==> src/hw/monitor_defs.svh <==
// --------------------
// Width and field position macros for the trace monitor
// Included by the packages and by modules that slice CSR data
// --------------------
`ifndef MONITOR_DEFS_SVH
`define MONITOR_DEFS_SVH

// Register and CSR data width of the core
`define MON_XLEN 32

// Exception code width as reported on the trap record
`define MON_EXC_W 11

// Interrupt cause width as reported on the interrupt record
`define MON_INTR_W 11

// First bit of the cause field in dcsr (dcsr.cause is bits 8:6)
`define MON_DCSR_CAUSE_LSB 6

// Error counter width, saturates at all ones
`define MON_CNT_W 8

`endif

==> src/hw/csr_pkg.sv <==
// --------------------
// Debug cause encoding and CSR field types
// --------------------
`default_nettype none

package csr_pkg;

`include "monitor_defs.svh"

  // Debug entry cause, same encoding as dcsr.cause
  typedef enum logic [2:0] {
    DBG_NONE    = 3'd0,
    DBG_EBREAK  = 3'd1,
    DBG_TRIGGER = 3'd2,
    DBG_HALTREQ = 3'd3,
    DBG_STEP    = 3'd4
  } dbg_cause_e;

  // Raw cause field extracted from dcsr
  typedef logic [2:0] dcsr_cause_t;

  // Exception code part of mcause
  typedef logic [`MON_EXC_W-1:0] exc_cause_t;

  // Interrupt cause part of mcause
  typedef logic [`MON_INTR_W-1:0] intr_cause_t;

endpackage

`default_nettype wire

==> src/hw/trace_pkg.sv <==
// --------------------
// Types for the retirement trace and the check identifiers
// --------------------
`default_nettype none

package trace_pkg;

`include "monitor_defs.svh"

  // Operand data and register index of a retirement
  typedef logic [`MON_XLEN-1:0] xlen_t;
  typedef logic [4:0]           reg_addr_t;

  // Saturating violation counter
  typedef logic [`MON_CNT_W-1:0] cnt_t;

  // One identifier per rule, lowest value has the highest priority
  typedef enum logic [2:0] {
    CHK_RS1_RESET    = 3'd0,
    CHK_RS2_RESET    = 3'd1,
    CHK_DBG_CAUSE    = 3'd2,
    CHK_EXC_CAUSE    = 3'd3,
    CHK_EXC_NOCAUSE  = 3'd4,
    CHK_INTR_NOCAUSE = 3'd5,
    CHK_DBG_NOCAUSE  = 3'd6
  } check_e;

  localparam int unsigned NUM_CHECKS = 7;

  // Violation vector, bit n belongs to check n
  typedef logic [NUM_CHECKS-1:0] chk_vec_t;

endpackage

`default_nettype wire

==> src/hw/cause_check.sv <==
// --------------------
// Trap, interrupt and debug cause checks on each retirement
// Tracks debug mode of the previous retirement
// --------------------
`timescale 1ns/1ps
`default_nettype none

`include "monitor_defs.svh"

module cause_check (
  input  logic                 clk_i,
  input  logic                 rst_ni,
  input  logic                 rvfi_valid,

  // Debug entry
  input  csr_pkg::dbg_cause_e  rvfi_dbg,
  input  trace_pkg::xlen_t     dcsr_rdata,
  input  logic                 rvfi_dbg_mode,

  // mcause write of the retirement
  input  trace_pkg::xlen_t     mcause_wdata,
  input  trace_pkg::xlen_t     mcause_wmask,

  // Trap record
  input  logic                 trap_exception,
  input  logic                 trap_debug,
  input  csr_pkg::exc_cause_t  exception_cause,
  input  logic [2:0]           debug_cause,

  // Interrupt record
  input  logic                 intr_valid,
  input  csr_pkg::intr_cause_t intr_cause,

  output trace_pkg::chk_vec_t  viol
);

  import trace_pkg::*;
  import csr_pkg::*;

  logic        was_dbg_mode;
  dcsr_cause_t dcsr_cause;
  exc_cause_t  mcause_exccode;

  logic dbg_cause_bad;
  logic exc_cause_bad;
  logic exc_nocause;
  logic intr_nocause;
  logic dbg_nocause;

  // Debug mode as seen by the last retirement
  always_ff @(posedge clk_i or negedge rst_ni) begin
    if (!rst_ni) begin
      was_dbg_mode <= 1'b0;
    end else if (rvfi_valid) begin
      was_dbg_mode <= rvfi_dbg_mode;
    end
  end

  // dcsr.cause field
  assign dcsr_cause = dcsr_rdata[`MON_DCSR_CAUSE_LSB +: 3];

  // Exception code bits of the masked mcause write
  assign mcause_exccode = mcause_wdata[`MON_EXC_W-1:0] & mcause_wmask[`MON_EXC_W-1:0];

  // Only the entry into debug mode reports a fresh cause
  assign dbg_cause_bad = rvfi_valid && (rvfi_dbg != DBG_NONE) && !was_dbg_mode &&
                         (rvfi_dbg != dcsr_cause);

  // mcause is not written for exceptions taken in debug mode
  assign exc_cause_bad = rvfi_valid && trap_exception && !rvfi_dbg_mode &&
                         (exception_cause != mcause_exccode);

  // Every event must name a cause
  assign exc_nocause  = rvfi_valid && trap_exception && (exception_cause == '0);
  assign intr_nocause = rvfi_valid && intr_valid && (intr_cause == '0);
  assign dbg_nocause  = rvfi_valid && trap_debug && (debug_cause == '0);

  always_comb begin
    viol                   = '0;
    viol[CHK_DBG_CAUSE]    = dbg_cause_bad;
    viol[CHK_EXC_CAUSE]    = exc_cause_bad;
    viol[CHK_EXC_NOCAUSE]  = exc_nocause;
    viol[CHK_INTR_NOCAUSE] = intr_nocause;
    viol[CHK_DBG_NOCAUSE]  = dbg_nocause;
  end

endmodule

`default_nettype wire

==> src/hw/error_log.sv <==
// --------------------
// Collects violation pulses into sticky status
// First error code and saturating count of bad cycles
// --------------------
`timescale 1ns/1ps
`default_nettype none

module error_log (
  input  logic                clk_i,
  input  logic                rst_ni,
  input  trace_pkg::chk_vec_t viol,
  output trace_pkg::chk_vec_t err_flags,
  output logic                err_any,
  output trace_pkg::check_e   first_err,
  output trace_pkg::cnt_t     err_count
);

  import trace_pkg::*;

  logic   viol_any;
  check_e viol_first;

  assign viol_any = |viol;

  // Lowest numbered violation wins, so scan from the top down
  always_comb begin
    viol_first = CHK_RS1_RESET;
    for (int i = NUM_CHECKS - 1; i >= 0; i--) begin
      if (viol[i]) begin
        viol_first = check_e'(i);
      end
    end
  end

  // Sticky flags
  always_ff @(posedge clk_i or negedge rst_ni) begin
    if (!rst_ni) begin
      err_flags <= '0;
    end else begin
      err_flags <= err_flags | viol;
    end
  end

  assign err_any = |err_flags;

  // Capture only in the first cycle that has a violation
  always_ff @(posedge clk_i or negedge rst_ni) begin
    if (!rst_ni) begin
      first_err <= CHK_RS1_RESET;
    end else if (viol_any && !err_any) begin
      first_err <= viol_first;
    end
  end

  // One count per bad cycle, holds at all ones
  always_ff @(posedge clk_i or negedge rst_ni) begin
    if (!rst_ni) begin
      err_count <= '0;
    end else if (viol_any && (err_count != '1)) begin
      err_count <= err_count + cnt_t'(1);
    end
  end

endmodule

`default_nettype wire

==> src/hw/rs_reset_check.sv <==
// --------------------
// Checks that the first retirement after reset reads zero operands
// --------------------
`timescale 1ns/1ps
`default_nettype none

module rs_reset_check (
  input  logic                 clk_i,
  input  logic                 rst_ni,
  input  logic                 rvfi_valid,
  input  trace_pkg::reg_addr_t rs1_addr,
  input  trace_pkg::reg_addr_t rs2_addr,
  input  trace_pkg::xlen_t     rs1_rdata,
  input  trace_pkg::xlen_t     rs2_rdata,
  output trace_pkg::chk_vec_t  viol
);

  import trace_pkg::*;

  logic armed;
  logic rs1_bad;
  logic rs2_bad;

  // Armed from reset until the first retirement has been seen
  always_ff @(posedge clk_i or negedge rst_ni) begin
    if (!rst_ni) begin
      armed <= 1'b1;
    end else if (rvfi_valid) begin
      armed <= 1'b0;
    end
  end

  // x0 always reads zero, so only a named register can be wrong
  assign rs1_bad = armed && rvfi_valid && (rs1_addr != '0) && (rs1_rdata != '0);
  assign rs2_bad = armed && rvfi_valid && (rs2_addr != '0) && (rs2_rdata != '0);

  // Only the two reset checks belong to this block
  always_comb begin
    viol                = '0;
    viol[CHK_RS1_RESET] = rs1_bad;
    viol[CHK_RS2_RESET] = rs2_bad;
  end

endmodule

`default_nettype wire

==> src/hw/trace_monitor_top.sv <==
// --------------------
// Top of the retirement trace monitor
// Connect to the RVFI port of the core and read the status outputs
// --------------------
`timescale 1ns/1ps
`default_nettype none

module trace_monitor_top (
  input  logic                 clk_i,
  input  logic                 rst_ni,

  // Retirement trace
  input  logic                 rvfi_valid,
  input  trace_pkg::reg_addr_t rs1_addr,
  input  trace_pkg::reg_addr_t rs2_addr,
  input  trace_pkg::xlen_t     rs1_rdata,
  input  trace_pkg::xlen_t     rs2_rdata,
  input  csr_pkg::dbg_cause_e  rvfi_dbg,
  input  trace_pkg::xlen_t     dcsr_rdata,
  input  trace_pkg::xlen_t     mcause_wdata,
  input  trace_pkg::xlen_t     mcause_wmask,
  input  logic                 trap_exception,
  input  logic                 trap_debug,
  input  logic                 rvfi_dbg_mode,
  input  csr_pkg::exc_cause_t  exception_cause,
  input  logic [2:0]           debug_cause,
  input  logic                 intr_valid,
  input  csr_pkg::intr_cause_t intr_cause,

  // Status
  output trace_pkg::chk_vec_t  err_flags,
  output logic                 err_any,
  output trace_pkg::check_e    first_err,
  output trace_pkg::cnt_t      err_count
);

  trace_pkg::chk_vec_t viol_rs;
  trace_pkg::chk_vec_t viol_cause;
  trace_pkg::chk_vec_t viol_all;

  rs_reset_check rs_reset_check_inst (
    .clk_i     (clk_i),
    .rst_ni    (rst_ni),
    .rvfi_valid(rvfi_valid),
    .rs1_addr  (rs1_addr),
    .rs2_addr  (rs2_addr),
    .rs1_rdata (rs1_rdata),
    .rs2_rdata (rs2_rdata),
    .viol      (viol_rs)
  );

  cause_check cause_check_inst (
    .clk_i          (clk_i),
    .rst_ni         (rst_ni),
    .rvfi_valid     (rvfi_valid),
    .rvfi_dbg       (rvfi_dbg),
    .dcsr_rdata     (dcsr_rdata),
    .rvfi_dbg_mode  (rvfi_dbg_mode),
    .mcause_wdata   (mcause_wdata),
    .mcause_wmask   (mcause_wmask),
    .trap_exception (trap_exception),
    .trap_debug     (trap_debug),
    .exception_cause(exception_cause),
    .debug_cause    (debug_cause),
    .intr_valid     (intr_valid),
    .intr_cause     (intr_cause),
    .viol           (viol_cause)
  );

  // The two checkers own disjoint bits
  assign viol_all = viol_rs | viol_cause;

  error_log error_log_inst (
    .clk_i    (clk_i),
    .rst_ni   (rst_ni),
    .viol     (viol_all),
    .err_flags(err_flags),
    .err_any  (err_any),
    .first_err(first_err),
    .err_count(err_count)
  );

endmodule

`default_nettype wire

==> config.mk <==
export PLATFORM = sky130hd
export DESIGN_NAME = trace_monitor_top
export DESIGN_NICKNAME = d
export VERILOG_FILES = /design/src/hw/csr_pkg.sv /design/src/hw/trace_pkg.sv /design/src/hw/cause_check.sv /design/src/hw/error_log.sv /design/src/hw/rs_reset_check.sv /design/src/hw/trace_monitor_top.sv
export VERILOG_INCLUDE_DIRS = /design/src /design/src/hw
export SDC_FILE = /design/constraint.sdc
export NUM_CORES = 1
export LEC_CHECK = 0
export BUFFER_PORTS_ARGS = -buffer_cell sky130_fd_sc_hd__buf_2
export CORE_AREA = 2 2 88 90
export CTS_CLUSTER_SIZE = 12
export DETAILED_ROUTE_END_ITERATION = 8
export DIE_AREA = 0 0 90 92
export PLACE_DENSITY = 0.65
export RECOVER_POWER = 50
export SYNTH_ARGS = -nofsm -noshare
export SYNTH_HDL_FRONTEND = slang
export SYNTH_SLANG_ARGS = --single-unit
==> constraint.sdc <==
create_clock -name clk_i -period 2.65 [get_ports clk_i]
set_clock_uncertainty 0.2 [all_clocks]
set_input_delay 0.53 -clock clk_i [delete_from_list [all_inputs] [get_ports clk_i]]
set_output_delay 0.53 -clock clk_i [all_outputs]
set_load 0.005 [all_outputs]
==> metrics.md <==
| Metric | Value |
|---|---|
| CTS root buffer | `clkbuf_8` |
| Final core occ | `32.8%` |
| Yosys reg bits | `20` |
| Overall Global Routing Usage | `14.4%` |
| Max-slew headroom | `a little over a quarter` |
| Logic pwr share | `36.1%` |
| RSZ-0062 raised after global routing | `false` |
| Startpoint types | `primary input` |
| Vias per cell | `4.47` |
| Hold WS | `0.261 ns` |
| Area Overhead vs Synth | `69.9%` |
| Clk pwr share | `between 10% and 20%` |
| CP Cell Sequence | `clkbuf_1 > nand2_1 > or4_1 > nor4b_4 > buf_4 > a2111oi_2 > xor2_1` |
| Xor-xnor portion of the synthesized cell area | `roughly 7.3%` |
| Layout cells sized above 1 | `54.0%` |
| Vias post-DR | `1908` |
| Synth cell types | `37` |
| Synth warn | `0` |
| Core ar. | `0.00745 mm^2` |
| Crit path DAT | `about 2.4 ns` |
| NetSw | `between 0.3 and 0.4 mW` |
| Power Density | `418 mW/mm^2` |
| M1 GR Usage | `roughly 17%` |
| Pins Over Slew Limit | `0` |
| Largest net degree at the start of global routing | `21` |
| Crit-path slowest cell | `or4_1` |
| Fraction of the mapped netlist area in simple logic gates | `36.2%` |
| Post-synth top area cell | `dfrtp_1` |
| Port bufs | `152` |
| Synth Area in Adders | `0.871%` |
| Synthesized cell area | `between 0.001 and 0.0015 mm^2` |
| Io pins | `224` |
| GRT busiest layer | `met2` |
| Detailed Place HPWL | `5440 um` |
| Setup Fix Bufs, Post-CTS | `0` |
| Die height | `92 um` |
| Number of synthesized flops with an enable pin | `0` |
| Hold Crit Class | `in2async` |
| VDD IR-drop max | `0.000145 V` |
| Post-CTS sizing | `0` |
| Sequential area share after synthesis | `34.9%` |
| Prevailing post-synth register cell | `dfrtp_1` |
| Worst path required time | `2.63 ns` |
| Drt drc | `0` |
| Area share of the largest cell type after synthesis | `33.1%` |
| Final cell count without fillers | `427` |
| Clock latency on the worst-skew pair | `0.25 ns` |
| Most common cell in the netlist | `dfrtp_1` |
| Design area | `0.00244 mm^2` |
| Commonest cells post-synth | `19 x dfrtp_1, 18 x nor4_1, 15 x nand2_1` |
| GR Util met2 | `24.1%` |
| Drt first pass iters | `4` |
| Syn avg cell area | `a little over 9 um^2` |
| P_leak | `1.23 nW` |
| Final hold violations | `0` |
| CP Max Fanout | `8` |
| Met3 usage | `6.00%` |
| Die Width | `90 um` |
| Syn nets | `363` |
| Initial antenna violation count | `6` |
| Worst slew pin tran | `1.10 ns` |
| Status | `complete, no violations` |
| Top post-synthesis cells by area | `dfrtp_1 33%, nor4_1 7.8%, xor2_1 7.3%, nand2_1 3.9%, a21oi_1 3.8%` |
| Ys async rst share | `between 90% and 100%` |
| Internal power | `0.691 mW` |
| DP Area | `0.00239 mm^2` |
| Hold Buf Count CTS | `0` |
| Grt ovf | `0` |
| Mux contribution to synthesized area | `3.14%` |
| Vias in the first global route | `between 1500 and 2000` |
| Synth Area in Compound Gates | `16.9%` |
| Routed length per placed instance | `14.2 um` |
| Final min period | `2.38 ns` |
| Clock slew at reported path FFs | `0.07 ns` |
| Seq pwr share | `44.2%` |
| Fmax | `0.419 GHz` |
| Final WL | `6060 um` |
| DP Cell Count | `420` |
| H-tree Lvls | `1` |
| Post-DRT Antenna Nets | `0` |
| CTS tree | `built` |
| TritonCTS sink count | `20` |
| Std-Cell Rows | `32` |
| Switching Share | `32.2%` |
| CTS Buf Count | `3` |
| TNS Setup | `0 ns` |
| Global-route wire length before repair | `9510 um` |
| Clock tree buffer depth | `2` |
| Effective utilization at floorplan | `19.3%` |
| RePlAce Congestion | `0.755` |
| Main combinational cell family by area after synthesis | `simple AND/OR/NAND/NOR gates` |
| Initial drt markers | `30` |
| Synth Instances | `157` |
| Max incr delay on CP | `0.51 ns` |
| CP Capture Type | `flip-flop` |
| Die area | `0.00828 mm^2` |
| Crit Path Class | `in2reg` |
| Final Setup Violations | `0` |
| Nets@finish | `529` |
| Max-Cap Viols | `0` |
| Part of the cycle the worst path needs | `90.0%` |
## layer usage
layer  share of wire, %  vias to the layer above
met3                 14                        8
met2                 43                      129
met1                 42                      816
met4                1.0                        4
li1                   -                      951
met5               0.45                        -
## worst paths after layout
check                      slack, ns  cells after the start                            end                      start
setup / recovery                0.27                      7    error_log_inst.err_count[7]                 rvfi_valid
hold / removal                  0.26                      1    error_log_inst.err_count[1]                     rst_ni
setup reg to reg                0.51                      7    error_log_inst.err_count[7]  rs_reset_check_inst.armed
hold reg to reg                 0.29                      1      rs_reset_check_inst.armed  rs_reset_check_inst.armed
max in group asynchronous       1.33                      1  cause_check_inst.was_dbg_mode                     rst_ni
min in group clk_i              0.29                      1      rs_reset_check_inst.armed  rs_reset_check_inst.armed
## critical path, delay by kind of cell
| kind | cells | cell delay (ns) |
|---|---|---|
| AND/OR/NAND/NOR | 3 | 0.77 |
| buffers and inverters | 2 | 0.50 |
| AO/OA/AOI/OAI | 1 | 0.39 |
| XOR/XNOR | 1 | 0.17 |
## state kept, by name, indices dropped and copies added (netlist names)
name	cells
error_log_inst.err_count	8
error_log_inst.err_flags	7
error_log_inst.first_err	3
cause_check_inst.was_dbg_mode	1
rs_reset_check_inst.armed	1
## through the flow
step,setup slack [ns],power (mW)
final,0.266,1.02
after global routing,0.151,1.10
after CTS,0.270,1.04
after detailed placement,-0.00370,0.831
after global placement,0.0156,0.819
after floorplan,0.250,0.602
## cells by family after synthesis
| family | Yosys count |
|---|---|
| xor gates and xnor gates | 12 |
| and+or+nand+nor | 84 |
| adders and majority gates | 1 |
| DFF | 20 |
| AOI/OAI and AO/OA | 35 |
| buffers and inverters | 2 |
| muxes | 3 |
## final cells by class
class,instances,area (um^2)
inverter,1,3.75
fill,822,5010
timing repair buffer,162,830
tap,102,128
sequential,20,502
clock buffer,4,45.0
multi-input combinational,135,926
antenna,3,7.51
## layout by cell type (no fill, tap or decap), types with 2 or more instances in the layout
cell,Yosys,routed
nand3_1,3,3
buf_2,1,147
mux2_4,3,3
and3b_1,3,3
o22a_1,4,4
nand2b_1,7,7
a21oi_2,3,3
a211oi_1,2,2
dfrtp_1,19,19
nor4_1,18,18
nor4_2,4,4
o21ai_0,4,4
nand2_1,15,15
o21a_1,2,2
a21oi_1,11,11
nand4_1,8,8
nor3_1,6,6
and3_1,5,5
buf_4,0,10
xor2_1,12,12
clkbuf_1,0,6
a21boi_0,3,3
nor2_1,6,6
clkbuf_8,0,3
nand4b_1,2,2
nor2b_1,2,2
diode_2,0,3
## power groups by stage
stage               registers (mW)  logic [mW]  clock network [mW]
floorplan                    0.451       0.151                   0
global route                 0.466       0.413               0.223
global placement             0.454       0.365                   0
detailed placement           0.456       0.375                   0
CTS                          0.452       0.375               0.212
finish                       0.451       0.368               0.201
Power figures use the tool's default switching activity.
